[src/logic/mem_stage_pkg.sv]
package mem_stage_pkg;

  localparam int RAM_ADDR_BITS = 10; // 1024 words of data RAM.

  // size field of the funct3 width code, the upper bit marks unsigned loads.
  localparam logic [1:0] SIZE_BYTE = 2'b00;
  localparam logic [1:0] SIZE_HALF = 2'b01;
  localparam logic [1:0] SIZE_WORD = 2'b10;
  localparam int UNSIGNED_BIT = 2;

  typedef logic [31:0] word_t;
  typedef logic [4:0] reg_addr_t;
  typedef logic [3:0] byte_sel_t;
  typedef logic [2:0] width_t;

  // one execute result as it enters the memory stage.
  typedef struct packed {
    logic valid;
    logic load;
    logic store;
    logic wren;
    reg_addr_t waddr;
    word_t address;
    word_t sdata;
    width_t width;
    word_t wdata;  // alu result, replaced by the load data.
  } calc_t;

  typedef struct packed {
    calc_t calc0;
    calc_t calc1;
  } pair_t;

  typedef struct packed {
    logic cyc;
    logic stb;
    logic we;
    logic [29:0] adr;  // word address.
    byte_sel_t sel;
    word_t dat;
  } wb_req_t;

  typedef struct packed {
    logic ack;
    word_t dat;
  } wb_rsp_t;

  typedef struct packed {
    logic wren;
    reg_addr_t waddr;
    word_t wdata;
  } forward_t;

  typedef enum logic [1:0] {
    bus_idle,
    bus_wait,
    bus_done
  } bus_state_t;

endpackage

[src/logic/access_decode.sv]
module access_decode (
  input mem_stage_pkg::pair_t pair,
  output logic request,
  output mem_stage_pkg::wb_req_t req
);

  mem_stage_pkg::calc_t slot;
  logic mem0;
  logic mem1;
  logic [1:0] offset;

  always_comb begin
    mem0 = pair.calc0.valid & (pair.calc0.load | pair.calc0.store);
    mem1 = pair.calc1.valid & (pair.calc1.load | pair.calc1.store);
    request = mem0 | mem1;
    slot = mem0 ? pair.calc0 : pair.calc1; // slot 0 wins when both qualify.
    offset = slot.address[1:0];

    req.cyc = request;
    req.stb = request;
    req.we = slot.store;
    req.adr = slot.address[31:2];

    if (slot.load) begin
      req.sel = 4'b1111; // loads fetch the whole word and pick lanes later.
    end else begin
      case (slot.width[1:0])
        mem_stage_pkg::SIZE_BYTE: req.sel = 4'b0001 << offset;
        mem_stage_pkg::SIZE_HALF: req.sel = 4'b0011 << {offset[1], 1'b0};
        default: req.sel = 4'b1111;
      endcase
    end

    // move the store data up to the lane it lands in.
    case (slot.width[1:0])
      mem_stage_pkg::SIZE_BYTE: begin
        req.dat = {24'b0, slot.sdata[7:0]} << {offset, 3'b000};
      end
      mem_stage_pkg::SIZE_HALF: begin
        req.dat = {16'b0, slot.sdata[15:0]} << {offset[1], 4'b0000};
      end
      default: begin
        req.dat = slot.sdata;
      end
    endcase
  end

endmodule

[src/logic/bus_cycle.sv]
module bus_cycle (
  input logic clock,
  input logic reset,
  input logic request,
  input mem_stage_pkg::wb_req_t req_in,
  output mem_stage_pkg::wb_req_t wb_req,
  input mem_stage_pkg::wb_rsp_t wb_rsp,
  output logic done,
  output mem_stage_pkg::word_t rdata
);

  mem_stage_pkg::bus_state_t state;
  mem_stage_pkg::wb_req_t held; // fields frozen for the length of the cycle.

  always_ff @(posedge clock) begin
    if (!reset) begin
      state <= mem_stage_pkg::bus_idle;
    end else begin
      case (state)
        mem_stage_pkg::bus_idle: begin
          if (request) begin
            state <= mem_stage_pkg::bus_wait;
          end
        end
        mem_stage_pkg::bus_wait: begin
          if (wb_rsp.ack) begin
            state <= mem_stage_pkg::bus_done;
          end
        end
        default: begin
          state <= mem_stage_pkg::bus_idle;
        end
      endcase
    end
  end

  always_ff @(posedge clock) begin
    if (state == mem_stage_pkg::bus_idle && request) begin
      held <= req_in;
    end
    if (state == mem_stage_pkg::bus_wait && wb_rsp.ack) begin
      rdata <= wb_rsp.dat;
    end
  end

  // the cycle opens straight from the decoder so the slave sees it a cycle early.
  always_comb begin
    case (state)
      mem_stage_pkg::bus_idle: begin
        wb_req = req_in;
        wb_req.cyc = request;
        wb_req.stb = request;
      end
      mem_stage_pkg::bus_wait: begin
        wb_req = held;
        wb_req.cyc = 1'b1;
        wb_req.stb = 1'b1;
      end
      default: begin
        wb_req = held;
        wb_req.cyc = 1'b0;
        wb_req.stb = 1'b0;
      end
    endcase
    done = (state == mem_stage_pkg::bus_done);
  end

endmodule

[src/logic/load_align.sv]
module load_align (
  input mem_stage_pkg::word_t rdata,
  input logic [1:0] offset,
  input mem_stage_pkg::width_t width,
  output mem_stage_pkg::word_t result
);

  mem_stage_pkg::word_t shifted;
  logic sign;

  always_comb begin
    shifted = rdata >> {offset, 3'b000}; // addressed lane down to bit 0.
    sign = 1'b0;

    case (width[1:0])
      mem_stage_pkg::SIZE_BYTE: begin
        sign = shifted[7] & ~width[mem_stage_pkg::UNSIGNED_BIT];
        result = {{24{sign}}, shifted[7:0]};
      end
      mem_stage_pkg::SIZE_HALF: begin
        sign = shifted[15] & ~width[mem_stage_pkg::UNSIGNED_BIT];
        result = {{16{sign}}, shifted[15:0]};
      end
      mem_stage_pkg::SIZE_WORD: begin
        result = rdata;
      end
      default: begin
        result = rdata; // no wider loads on a 32 bit core.
      end
    endcase
  end

endmodule

[src/logic/memory_stage.sv]
module memory_stage (
  input logic clock,
  input logic reset,
  input logic clear,
  input mem_stage_pkg::pair_t d,
  output logic stall,
  output mem_stage_pkg::wb_req_t wb_req,
  input mem_stage_pkg::wb_rsp_t wb_rsp,
  output mem_stage_pkg::forward_t forward0,
  output mem_stage_pkg::forward_t forward1,
  output mem_stage_pkg::pair_t q
);

  mem_stage_pkg::pair_t r;
  mem_stage_pkg::pair_t w;
  mem_stage_pkg::wb_req_t dec_req;
  mem_stage_pkg::word_t rdata;
  mem_stage_pkg::word_t result0;
  mem_stage_pkg::word_t result1;
  logic request;
  logic done;
  logic load0;
  logic load1;

  access_decode i_access_decode (.pair(r), .request(request), .req(dec_req));

  bus_cycle i_bus_cycle (
    .clock(clock), .reset(reset), .request(request), .req_in(dec_req),
    .wb_req(wb_req), .wb_rsp(wb_rsp), .done(done), .rdata(rdata)
  );

  load_align i_load_align0 (
    .rdata(rdata), .offset(r.calc0.address[1:0]), .width(r.calc0.width), .result(result0)
  );

  load_align i_load_align1 (
    .rdata(rdata), .offset(r.calc1.address[1:0]), .width(r.calc1.width), .result(result1)
  );

  always_comb begin
    load0 = r.calc0.valid & r.calc0.load; // the bus slot when it is a load.
    load1 = r.calc1.valid & r.calc1.load &
            ~(r.calc0.valid & (r.calc0.load | r.calc0.store));
    w = r;
    if (load0) w.calc0.wdata = result0;
    if (load1) w.calc1.wdata = result1;

    // the cyc term keeps the stage held while a flushed access drains.
    stall = wb_req.cyc | (request & ~done);

    forward0.wren = r.calc0.valid & r.calc0.wren & ~(load0 & ~done);
    forward0.waddr = r.calc0.waddr;
    forward0.wdata = w.calc0.wdata;
    forward1.wren = r.calc1.valid & r.calc1.wren & ~(load1 & ~done);
    forward1.waddr = r.calc1.waddr;
    forward1.wdata = w.calc1.wdata;
  end

  always_ff @(posedge clock) begin
    if (!reset) begin
      r.calc0.valid <= 1'b0;
      r.calc1.valid <= 1'b0;
      q.calc0.valid <= 1'b0;
      q.calc1.valid <= 1'b0;
    end else begin
      if (clear) begin
        r.calc0.valid <= 1'b0;
        r.calc1.valid <= 1'b0;
      end else if (!stall) begin
        r <= d;
      end
      q <= w;
      if (stall | clear) begin
        q.calc0.valid <= 1'b0;  // nothing leaves while held or flushed.
        q.calc1.valid <= 1'b0;
      end
    end
  end

endmodule

[config.mk]
export PLATFORM = sky130hd
export DESIGN_NAME = memory_stage
export DESIGN_NICKNAME = d
export VERILOG_FILES = /design/src/logic/mem_stage_pkg.sv /design/src/logic/access_decode.sv /design/src/logic/bus_cycle.sv /design/src/logic/load_align.sv /design/src/logic/memory_stage.sv
export SDC_FILE = /design/constraint.sdc
export NUM_CORES = 1
export LEC_CHECK = 0
export BUFFER_PORTS_ARGS = -buffer_cell sky130_fd_sc_hd__buf_2
export CORE_AREA = 2 2 238 240
export DETAILED_ROUTE_END_ITERATION = 10
export DIE_AREA = 0 0 240 242
export PLACE_DENSITY = 0.62
export SETUP_SLACK_MARGIN = 0.3
export SYNTH_ARGS = -nofsm -noshare
export SYNTH_HDL_FRONTEND = slang
export SYNTH_SLANG_ARGS = --single-unit
[constraint.sdc]
create_clock -name clock -period 14.8 [get_ports clock]
set_input_delay 2.22 -clock clock [delete_from_list [all_inputs] [get_ports clock]]
set_output_delay 2.22 -clock clock [all_outputs]
set_load 0.01 [all_outputs]
==> impl_summary.log, run 1 <==
[metrics] result of the run: complete, no violations
[metrics] wire length of the first global-routing pass: 94300 um
[metrics] cells taking the most area after synthesis: sky130_fd_sc_hd__edfxtp_1 76%, sky130_fd_sc_hd__nand2_1 3.7%, sky130_fd_sc_hd__mux2_2 2.7%, sky130_fd_sc_hd__a21oi_1 1.9%, sky130_fd_sc_hd__nor2_1 1.4%
[metrics] proportion of register bits with asynchronous set or reset after synthesis: 0
[metrics] Routed WL: 66700 um
[metrics] Resized cells post-CTS: 0
[metrics] worst reg2reg path depth: 7
[metrics] sequential cell area fraction in the yosys report: 0.770
[metrics] endpoint of the worst-slack reg-to-reg timing path: r[157]
[metrics] Layout Cell Area excl Fill: between 20000 and 30000 um2
[metrics] Final Critical Period: around 6000 ps
[metrics] final period utilization: 0.414
[metrics] biggest fanout along the worst timing path: 71
[metrics] Post-DP Area: around 24000 um2
[metrics] core region area: approximately 56000 um2
[metrics] total standard cell area after synthesis: between 20000 and 25000 um2
[metrics] most common cell in the netlist: sky130_fd_sc_hd__edfxtp_1
[metrics] flip-flop cell with the highest count after synthesis: sky130_fd_sc_hd__edfxtp_1
[metrics] number of antenna violations at the first check in global routing: 8
[metrics] number of synthesis warnings: 0
[metrics] Bufs on Longest Clock Path: 3
[metrics] startpoint of the tightest hold check path: r[82]
[metrics] Final Util: 0.471
[metrics] Top-Level Pins: 614
[metrics] Post-Synthesis Net Count: 1595
[metrics] tightest hold margin: between 400 and 500 ps
[metrics] initial core utilization: 0.371
[metrics] synthesis-stage register bit count: approximately 530
[metrics] FP Rows: between 80 and 90
[metrics] worst IR drop on VDD: ~0.095 mV
[metrics] root buf cell: sky130_fd_sc_hd__clkbuf_16
[metrics] Die Span Y: roughly 240 um
[metrics] clock transition at the registers of the reported paths: about 60 ps
[metrics] path type of the worst setup path: flip-flop to output pin
[metrics] buffers added on ports: slightly above 600
[metrics] Worst Hold Path Cells: 0
[metrics] number of buffers inserted during clock tree synthesis: 55
[metrics] data required time of the worst path: 12580 ps
[metrics] post-synth top area share: 0.765
[metrics] CTS tree: yes
[metrics] final non-filler cell total: approximately 2700
[metrics] number of global-route vias before repair: 14100
[metrics] beginning of the worst register-to-register path: r[214]
[metrics] total number of nets in the final design: 2196
[metrics] instance count of the mapped netlist: between 1000 and 1500
[metrics] end of the worst hold path: q[82]
[metrics] final worst slack: just under 9000 ps
[metrics] RSZ-0062 raised after global routing: false
[metrics] count of placed standard cells including taps: roughly 2600
[metrics] largest net degree at the start of global routing: 89
[metrics] Setup Skew: 41.9 ps
[metrics] hold buffers post-CTS: 0
[metrics] total number of vias: about 14000
[metrics] count of maximum capacitance violations: 0
[metrics] WL per Instance: ~24 um
[metrics] Post-CTS Repair Setup Buffers: 0
[metrics] slew margin rel.: 0.267
[metrics] summed negative setup slack over all endpoints: 0 ps
[metrics] die area: approximately 58000 um2
[metrics] DR DRC count: 0
[metrics] H-tree levels: 2
[metrics] critical path arrival: approximately 3900 ps
[metrics] number of vias per cell: about 5.2
[metrics] leak pwr: 10.3 nW
[metrics] actual transition at the worst max-transition pin: around 1100 ps
[metrics] Final setup viols: 0
[metrics] clk_lat worst skew: about 620 ps
[metrics] Worst Hold Class: flip-flop to flip-flop
[metrics] count of clock tree sinks: 533
[metrics] Max Clk Rate: 163 MHz
[metrics] Post-synth EDFFs: ~530
[metrics] routability-driven placement congestion ratio: ~0.85
[metrics] area added between synthesis and finish: 26.9%
[metrics] element type at the critical path end: output pin
[metrics] final hold violation count: 0
[metrics] violation count after the first detailed-route iteration: between 1000 and 1500
[metrics] worst setup slack before clock tree synthesis: a little over 9000 ps
[metrics] length of the first detailed-routing pass in iterations: 5
[metrics] FF-to-FF setup slack: between 10000 and 15000 ps
[metrics] startpoint type of the worst setup path: flip-flop
[metrics] number of distinct library cells after synthesis: 49
[metrics] post-synthesis cell type with the largest combined area: sky130_fd_sc_hd__edfxtp_1
[metrics] final-report max-slew violation count: 0
[metrics] Power per Cell Area: between 100 and 150 nW/um2
[metrics] Die Width: ~240 um
[metrics] aggregate global-route resource usage: 0.222
[metrics] synthesized area per cell: roughly 15 um2
[metrics] detailed-placement wirelength estimate: between 40000 and 50000 um
[metrics] Overall Power: between 3 and 4 mW
[metrics] Overflow after GRT: 0
[metrics] fraction of final layout cells sized beyond drive strength 1: 0.395
[metrics] Commonest cells post-synth: 527 x sky130_fd_sc_hd__edfxtp_1, 202 x sky130_fd_sc_hd__nand2_1, 79 x sky130_fd_sc_hd__nor2_1, 78 x sky130_fd_sc_hd__a21oi_1, 49 x sky130_fd_sc_hd__mux2_2
[metrics] antenna-violating nets left: 0
[worst max-delay path by stage]
stage,from,endpoint,depth (start not counted)
after floorplan,reset,forward0[32],2
after global placement,reset,r[156],5
after detailed placement,reset,r[156],5
after CTS,r[214],wb_req[7],7
after global routing,r[214],wb_req[7],7
final,r[214],wb_req[7],7
[metal layers]
metal  track usage  up-vias  routed length [um]  share of wire
li1              -     6344                   -              -
met1         0.291     7096               26900           0.40
met2         0.371      646               33200           0.50
met3        0.0434      102                4790          0.072
met4        0.0694        4                1780          0.027
met5             0        -                  23        0.00034
[layout make-up]
| class | instances | area, um2 |
|---|---|---|
| fillers | 5012 | 29500 |
| flip-flops and latches | 533 | 15900 |
| multi-input cells | 703 | 4270 |
| repair buffers | 636 | 3250 |
| clock buffers | 61 | 1400 |
| well taps | 756 | 946 |
| clock inverters | 37 | 375 |
| inverters | 15 | 56.3 |
| diodes | 6 | 15.0 |
[where the power goes]
group / internal, mW / switching (mW)
registers: 1.77 / 0.0432
logic: 0.135 / 0.249
clock network: 0.786 / 0.587
total: 2.69 / 0.879
[critical path, cell delays in order (launching register included)]
cell                       delay (ps)
sky130_fd_sc_hd__edfxtp_1         520
sky130_fd_sc_hd__o21ai_4          210
sky130_fd_sc_hd__buf_4            500
sky130_fd_sc_hd__buf_4            710
sky130_fd_sc_hd__a211oi_1         110
sky130_fd_sc_hd__a21o_1           520
sky130_fd_sc_hd__o31ai_1          460
sky130_fd_sc_hd__buf_2            200
[cells in the final DEF (no fill, tap or decap), types with 3 or more instances in the layout]
master,instances
sky130_fd_sc_hd__a21o_1,8
sky130_fd_sc_hd__diode_2,6
sky130_fd_sc_hd__and3_1,4
sky130_fd_sc_hd__o22ai_1,14
sky130_fd_sc_hd__mux2i_1,27
sky130_fd_sc_hd__o31ai_1,16
sky130_fd_sc_hd__mux2_2,49
sky130_fd_sc_hd__nand3b_1,9
sky130_fd_sc_hd__o21ai_0,41
sky130_fd_sc_hd__a2111oi_0,8
sky130_fd_sc_hd__nand2_1,202
sky130_fd_sc_hd__bufinv_16,6
sky130_fd_sc_hd__buf_2,612
sky130_fd_sc_hd__clkbuf_1,6
sky130_fd_sc_hd__a221oi_1,23
sky130_fd_sc_hd__a21oi_1,77
sky130_fd_sc_hd__a211oi_1,17
sky130_fd_sc_hd__inv_1,13
sky130_fd_sc_hd__clkbuf_16,55
sky130_fd_sc_hd__edfxtp_1,527
sky130_fd_sc_hd__a311o_1,3
sky130_fd_sc_hd__nand4bb_1,8
sky130_fd_sc_hd__buf_4,23
sky130_fd_sc_hd__clkinv_1,12
sky130_fd_sc_hd__nor2_1,77
sky130_fd_sc_hd__a22oi_1,16
sky130_fd_sc_hd__nor2b_1,3
sky130_fd_sc_hd__nand2b_1,5
sky130_fd_sc_hd__clkinv_2,15
sky130_fd_sc_hd__a2bb2oi_1,15
sky130_fd_sc_hd__a31oi_1,3
sky130_fd_sc_hd__o211ai_1,31
sky130_fd_sc_hd__nand3_1,17
sky130_fd_sc_hd__dfxtp_1,6
sky130_fd_sc_hd__nor3_1,4
[flip-flops by register name (all words and copies together), names as in the netlist]
signal,count
i_bus_cycle.state,2
q,216
forward1,5
forward0,5
r,206
i_bus_cycle.held,67
i_bus_cycle.rdata,32
[cells by family after synthesis]
group           count (synthesis)  synth area share
simple gates                  343            0.0712
compound gates                282            0.0915
mux                            78            0.0419
flops                         533             0.770
buf+inv                       107            0.0250
Power figures use the tool's default switching activity.
==> run 2, diff against run 1 <==
Clock period 14.8 ns to 6 ns, I/O delays scaled along.
==> run 2 against run 1 <==
Total power rose to 2.5 times the previous value. Clock power rose to 2.6 times the previous value. Critical path depth decreased by 2. Critical path type unchanged. Critical endpoint is now forward1[15]. Count of clock-buffer cells in the layout did not move. Sequential cell count stayed put.
==> impl_summary.log, run 2 (synthesized netlist as in run 1, its figures left out) <==
[metrics] length of the first detailed-routing pass in iterations: 5 (unchanged)
[metrics] Final Critical Period: roughly 5500 ps
[metrics] Worst Hold Class: flip-flop to flip-flop (unchanged)
[metrics] routability-driven placement congestion ratio: 0.856 (was 0.853)
[metrics] Routed WL: 67000 um (was 66700 um)
[metrics] DR DRC count: 0 (unchanged)
[metrics] Overflow after GRT: 0 (unchanged)
[metrics] endpoint of the worst-slack reg-to-reg timing path: q[15] (was r[157])
[metrics] area added between synthesis and finish: 27.3% (was 26.9%)
[metrics] slew margin rel.: 0.306 (was 0.267)
[metrics] final-report max-slew violation count: 0 (unchanged)
[metrics] antenna-violating nets left: 0 (unchanged)
[metrics] die area: 58100 um2 (unchanged)
[metrics] Clk pwr share: 0.394 (was 0.385)
[metrics] startpoint of the tightest hold check path: r[84] (was r[82])
[metrics] hold buffers post-CTS: 0 (unchanged)
[metrics] root buf cell: sky130_fd_sc_hd__clkbuf_16 (unchanged)
[metrics] largest registers: q: 216 flops, r: 206 flops, i_bus_cycle.held: 67 flops (unchanged)
[metrics] final hold violation count: 0 (unchanged)
[metrics] worst-path cell chain: o21ai_4, nand3_2, a21oi_1, a31oi_1, buf_2 (was o21ai_4, buf_4, buf_4, a211oi_1, a21o_1, o31ai_1, buf_2)
[metrics] end of the worst hold path: q[84] (was q[82])
[metrics] buffers added on ports: 613 (unchanged)
[metrics] H-tree levels: 2 (unchanged)
[metrics] CP max-delay cell: sky130_fd_sc_hd__a21oi_1 (was sky130_fd_sc_hd__buf_4)
[metrics] Worst Path Buf+Inv: 1 (was 3)
[metrics] Final setup viols: 0 (unchanged)
[metrics] biggest fanout along the worst timing path: 49 (was 71)
[metrics] Post-CTS Repair Setup Buffers: 0 (unchanged)
[metrics] count of placed standard cells including taps: 2643 (unchanged)
[metrics] number of buffers inserted during clock tree synthesis: 55 (unchanged)
[metrics] CTS tree: yes (unchanged)
[metrics] total number of vias: 14200 (about the same)
[metrics] worst IR drop on VDD: 0.212 mV (was 0.0948 mV)
[metrics] most common library cell in the layout ignoring fill and taps: sky130_fd_sc_hd__buf_2 (unchanged)
[metrics] internal power contribution: 6.77 mW (was 2.69 mW)
[metrics] critical path arrival: 4560 ps (was 3910 ps)
[metrics] Top-Level Pins: 614 (unchanged)
[metrics] delay of the slowest critical-path stage: 1060 ps (was 710 ps)
[metrics] dominant delay contributor by cell family on the critical path: compound AO/OA/AOI/OAI gates (was buffers and inverters)
[metrics] core region area: 55700 um2 (unchanged)
[metrics] clk_lat worst skew: 620 ps (about the same)
[metrics] total number of nets in the final design: 2196 (unchanged)
[metrics] wire length of the first global-routing pass: 94200 um (was 94300 um)
[metrics] number of vias per cell: 5.17 (about the same)
[metrics] Resized cells post-CTS: 0 (unchanged)
[metrics] aggregate global-route resource usage: 0.223 (was 0.222)
[metrics] number of global-route vias before repair: 13800 (was 14100)
[metrics] summed negative setup slack over all endpoints: 0 ps (unchanged)
[metrics] largest net degree at the start of global routing: 94 (was 89)
[metrics] number of flip-flops in the largest register: 216 (unchanged)
[metrics] initial core utilization: 0.371 (unchanged)
[metrics] data required time of the worst path: 5100 ps (was 12580 ps)
[metrics] violation count after the first detailed-route iteration: 1342 (was 1167)
[metrics] commonest cells after routing, fill and taps aside: 612 x sky130_fd_sc_hd__buf_2, 527 x sky130_fd_sc_hd__edfxtp_1, 202 x sky130_fd_sc_hd__nand2_1 (unchanged)
[metrics] FF-to-FF setup slack: 1950 ps (was 10400 ps)
[metrics] fraction of final layout cells sized beyond drive strength 1: 0.393 (was 0.395)
[metrics] Comb power frac: 0.106 (was 0.108)
[metrics] Setup Skew: 44.3 ps (was 41.9 ps)
[metrics] Max Clk Rate: between 150 and 200 MHz
[metrics] element type at the critical path end: output pin (unchanged)
[metrics] leak pwr: 10.3 nW (about the same)
[metrics] count of clock tree sinks: 533 (unchanged)
[metrics] fraction of power spent switching nets: 0.243 (was 0.246)
[metrics] final non-filler cell total: 2747 (unchanged)
[metrics] path type of the worst setup path: flip-flop to output pin (unchanged)
[metrics] total of fill cells in the finished design: 4979 (was 5012)
[metrics] WL per Instance: 24.4 um (was 24.3 um)
[metrics] count of maximum capacitance violations: 0 (unchanged)
[metrics] clock transition at the registers of the reported paths: 60 ps (about the same)
[metrics] beginning of the worst register-to-register path: r[214] (unchanged)
[metrics] sequential cell fraction of total power: 0.501 (was 0.508)
[metrics] Bufs on Longest Clock Path: 3 (unchanged)
[metrics] FP Rows: 87 (unchanged)
[metrics] switching pwr: 2.18 mW (was 0.879 mW)
[metrics] number of antenna violations at the first check in global routing: 9 (was 8)
[metrics] tightest hold margin: 441 ps (was 430 ps)
[metrics] Power per Cell Area: 339 nW/um2 (was 136 nW/um2)
[metrics] actual transition at the worst max-transition pin: 1040 ps (was 1100 ps)
[metrics] result of the run: complete, no violations (unchanged)
[metrics] RSZ-0062 raised after global routing: false (unchanged)
[metrics] Die Span Y: 242 um (unchanged)
[metrics] Die Width: 240 um (unchanged)
[metrics] Worst Hold Path Cells: 0 (unchanged)
[metrics] top register by number of flip-flops: q (unchanged)
[metrics] worst reg2reg path depth: 4 (was 7)
[metrics] startpoint type of the worst setup path: flip-flop (unchanged)
[metrics] final period utilization: 0.910
[metrics] detailed-placement wirelength estimate: 47700 um (was 47400 um)
==> run 2: cell types whose count changed in the layout (fill, tap and decap cells not counted) <==
cell	change
sky130_fd_sc_hd__buf_12	+2
sky130_fd_sc_hd__buf_4	-2
sky130_fd_sc_hd__bufinv_16	+3
sky130_fd_sc_hd__clkinv_1	+4
sky130_fd_sc_hd__clkinv_2	-6
sky130_fd_sc_hd__clkinvlp_4	-1
sky130_fd_sc_hd__diode_2	-1
sky130_fd_sc_hd__inv_6	+1
==> run 2: layer usage <==
metal / wire length [um] / share of wire / GRT usage / vias up
met4: 1600 / 0.024 / 0.0667 / 4
met1: 27500 / 0.41 / 0.300 / 7053
met2: 32800 / 0.49 / 0.363 / 693
met5: 27 / 0.00040 / 0 / -
li1: - / - / - / 6347
met3: 5100 / 0.076 / 0.0459 / 105
==> run 2: through the flow <==
step	utilization	cell area, um2	total power [mW]	worst slack, ps
finish	0.473	26400	8.94	537
global route	0.473	26400	9.25	305
CTS	0.473	26300	9.03	489
detailed placement	0.439	24500	5.50	1160
global placement	0.439	24500	5.49	1240
floorplan	-	20700	4.99	1070
==> run 2: how the worst max path moves through the flow <==
stage                               startpoint                   to  slack, ps  depth (start not counted)
after floorplan           i_bus_cycle.state[1]  i_bus_cycle.held[0]       1070                          5
after global placement                  r[214]         forward1[15]       1240                          5
after detailed placement                r[214]         forward1[15]       1160                          5
after CTS                               r[214]         forward1[15]        490                          5
after global routing                    r[214]         forward1[15]        300                          5
final                                   r[214]         forward1[15]        540                          5
==> run 2: power groups by stage <==
| stage | Combinational [mW] | Clock [mW] | Sequential [mW] |
|---|---|---|---|
| 6_report | 0.944 | 3.52 | 4.48 |
| 5_1_grt | 1.02 | 3.73 | 4.50 |
| 4_1_cts | 0.953 | 3.59 | 4.48 |
| 3_5_place_dp | 0.948 | 0 | 4.56 |
| 3_3_place_gp | 0.939 | 0 | 4.55 |
| 2_1_floorplan | 0.428 | 0 | 4.56 |
==> run 2: final cells by class <==
class                   count  area, um2  share of cell area
flip-flops and latches    533      15900               0.605
multi-input cells         703       4270               0.162
repair buffers            636       3280               0.124
clock buffers              61       1400              0.0531
well taps                 756        946              0.0359
clock inverters            38        452              0.0171
inverters                  15       56.3             0.00214
diodes                      5       12.5            0.000475
==> run 3, diff against run 2 <==
Settings changed: CTS_BUF_LIST from default to sky130_fd_sc_hd__clkbuf_8 sky130_fd_sc_hd__clkbuf_16.
==> run 3 against run 2 <==
Non-clock buffer count unchanged. Worst hold slack improved by 1.6 ps. Critical path depth unchanged. First-iteration DRC count decreased by 5.7%. Total power decreased by 0.10%.
==> impl_summary.log, run 3 (synthesized netlist as in run 1, its figures left out) <==
[metrics] slew margin rel.: 0.314 (was 0.306)
[metrics] CP max-delay cell: sky130_fd_sc_hd__a21oi_1 (unchanged)
[metrics] largest registers: q: 216 flops, r: 206 flops, i_bus_cycle.held: 67 flops (unchanged)
[metrics] clk_lat worst skew: 620 ps (about the same)
[metrics] Clk pwr share: 0.393 (was 0.394)
[metrics] die area: 58100 um2 (unchanged)
[metrics] Layout Cell Area excl Fill: 26400 um2 (unchanged)
[metrics] length of the first detailed-routing pass in iterations: 5 (unchanged)
[metrics] detailed-placement wirelength estimate: 47700 um (unchanged)
[metrics] data required time of the worst path: 5100 ps (about the same)
[metrics] worst reg2reg path depth: 4 (unchanged)
[metrics] fraction of final layout cells sized beyond drive strength 1: 0.393 (unchanged)
[metrics] FP Rows: 87 (unchanged)
[metrics] Final Critical Period: 5430 ps (was 5460 ps)
[metrics] summed negative setup slack over all endpoints: 0 ps (unchanged)
[metrics] H-tree levels: 2 (unchanged)
[metrics] switching pwr: 2.18 mW (about the same)
[metrics] count of clock tree sinks: 533 (unchanged)
[metrics] tightest hold margin: 442 ps (was 441 ps)
[metrics] FF-to-FF setup slack: 1980 ps (was 1950 ps)
[metrics] number of buffers inserted during clock tree synthesis: 55 (unchanged)
[metrics] violation count after the first detailed-route iteration: 1266 (was 1342)
[metrics] Final Util: 0.473 (unchanged)
[metrics] Post-DP Area: 24500 um2 (unchanged)
[metrics] delay of the slowest critical-path stage: 1060 ps (about the same)
[metrics] startpoint of the tightest hold check path: r[84] (unchanged)
[metrics] Die Span Y: 242 um (unchanged)
[metrics] Post-CTS Repair Setup Buffers: 0 (unchanged)
[metrics] final hold violation count: 0 (unchanged)
[metrics] internal power contribution: 6.76 mW (was 6.77 mW)
[metrics] Final setup viols: 0 (unchanged)
[metrics] leak pwr: 10.3 nW (about the same)
[metrics] number of vias per cell: 5.17 (about the same)
[metrics] path type of the worst setup path: flip-flop to output pin (unchanged)
[metrics] Die Width: 240 um (unchanged)
[metrics] count of maximum capacitance violations: 0 (unchanged)
[metrics] final-report max-slew violation count: 0 (unchanged)
[metrics] Worst Hold Path Cells: 0 (unchanged)
[metrics] Power per Cell Area: 339 nW/um2 (about the same)
[metrics] RSZ-0062 raised after global routing: false (unchanged)
[metrics] result of the run: complete, no violations (unchanged)
[metrics] worst-path cell chain: o21ai_4, nand3_2, a21oi_1, a31oi_1, buf_2 (unchanged)
[metrics] critical path arrival: 4530 ps (was 4560 ps)
[metrics] Max Clk Rate: 184 MHz (was 183 MHz)
[metrics] commonest cells after routing, fill and taps aside: 612 x sky130_fd_sc_hd__buf_2, 527 x sky130_fd_sc_hd__edfxtp_1, 202 x sky130_fd_sc_hd__nand2_1 (unchanged)
[metrics] core region area: 55700 um2 (unchanged)
[metrics] startpoint type of the worst setup path: flip-flop (unchanged)
[metrics] Bufs on Longest Clock Path: 3 (unchanged)
[metrics] WL per Instance: 24.4 um (about the same)
[metrics] beginning of the worst register-to-register path: r[214] (unchanged)
[metrics] DR DRC count: 0 (unchanged)
[metrics] initial core utilization: 0.371 (unchanged)
[metrics] routability-driven placement congestion ratio: 0.856 (unchanged)
[metrics] hold buffers post-CTS: 0 (unchanged)
[metrics] final worst slack: 567 ps (was 537 ps)
[metrics] Setup Skew: 43.3 ps (was 44.3 ps)
[metrics] clock transition at the registers of the reported paths: 60 ps (about the same)
[metrics] element type at the critical path end: output pin (unchanged)
[metrics] fraction of power spent switching nets: 0.244 (was 0.243)
[metrics] sequential cell fraction of total power: 0.501 (about the same)
[metrics] biggest fanout along the worst timing path: 49 (unchanged)
[metrics] total of fill cells in the finished design: 4979 (unchanged)
[metrics] number of antenna violations at the first check in global routing: 9 (unchanged)
[metrics] largest net degree at the start of global routing: 94 (unchanged)
[metrics] Comb power frac: 0.106 (about the same)
[metrics] number of flip-flops in the largest register: 216 (unchanged)
[metrics] worst setup slack before clock tree synthesis: 1160 ps (unchanged)
[metrics] area added between synthesis and finish: 27.3% (unchanged)
[metrics] top register by number of flip-flops: q (unchanged)
[metrics] Top-Level Pins: 614 (unchanged)
[metrics] worst IR drop on VDD: 0.213 mV (was 0.212 mV)
[metrics] Overflow after GRT: 0 (unchanged)
[metrics] most common library cell in the layout ignoring fill and taps: sky130_fd_sc_hd__buf_2 (unchanged)
[metrics] actual transition at the worst max-transition pin: 1030 ps (was 1040 ps)
[metrics] wire length of the first global-routing pass: 94200 um (unchanged)
[metrics] total number of vias: 14200 (about the same)
[metrics] end of the worst hold path: q[84] (unchanged)
[metrics] CTS tree: yes (unchanged)
[metrics] final period utilization: 0.906 (was 0.910)
[metrics] antenna-violating nets left: 0 (unchanged)
[metrics] total number of nets in the final design: 2196 (unchanged)
[metrics] Routed WL: 66900 um (was 67000 um)
[metrics] aggregate global-route resource usage: 0.223 (unchanged)
[metrics] Resized cells post-CTS: 0 (unchanged)
[metrics] Worst Hold Class: flip-flop to flip-flop (unchanged)
[metrics] buffers added on ports: 613 (unchanged)
[metrics] endpoint of the worst-slack reg-to-reg timing path: q[15] (unchanged)
[metrics] root buf cell: sky130_fd_sc_hd__clkbuf_16 (unchanged)
[metrics] number of global-route vias before repair: 13800 (unchanged)
==> run 3: cell types whose count changed in the layout (fill, tap and decap cells not counted) <==
cell / delta
sky130_fd_sc_hd__clkbuf_1: -6
sky130_fd_sc_hd__inv_1: +6
==> run 3: worst max path at each step <==
stage / endpoint / depth (start not counted) / from
2_1_floorplan: i_bus_cycle.held[0] / 5 / i_bus_cycle.state[1]
3_3_place_gp: forward1[15] / 5 / r[214]
3_5_place_dp: forward1[15] / 5 / r[214]
4_1_cts: forward1[15] / 5 / r[214]
5_1_grt: forward1[15] / 5 / r[214]
6_report: forward1[15] / 5 / r[214]
==> run 3: power groups by stage <==
| stage | logic, mW | clock network [mW] | registers [mW] |
|---|---|---|---|
| CTS | 0.953 | 3.59 | 4.48 |
| floorplan | 0.428 | 0 | 4.56 |
| detailed placement | 0.948 | 0 | 4.56 |
| global route | 1.02 | 3.72 | 4.50 |
| finish | 0.945 | 3.51 | 4.48 |
| global placement | 0.939 | 0 | 4.55 |
==> run 3: worst max-delay path: cells and delay by family, from the launching register on <==
kind | cells | cell delay (ps)
flip-flops | 1 | 500
buffers and inverters | 1 | 240
AO/OA/AOI/OAI | 3 | 2240
AND/OR/NAND/NOR | 1 | 920
==> run 3: metrics by stage <==
step                      std cells  power [mW]
after global placement         2643        5.49
after detailed placement       2643        5.50
final                          2747        8.93
after global routing           2747        9.24
after CTS                      2742        9.02
after floorplan                1343        4.99
==> run 3: area by class of cell <==
type	instances	area, um2	area share
sequential	533	15900	0.605
multi-input combinational	703	4270	0.162
timing repair buffer	636	3280	0.124
clock buffer	55	1380	0.0522
tap	756	946	0.0359
clock inverter	44	474	0.0180
inverter	15	56.3	0.00214
antenna	5	12.5	0.000475
==> run 3: metal layers <==
layer  vias to the layer above  part of all wire  track usage
met1                      7067              0.41        0.300
met2                       683              0.49        0.363
met3                       105             0.075       0.0459
li1                       6352                 -            -
met5                         -           0.00040            0
met4                         4             0.024       0.0667
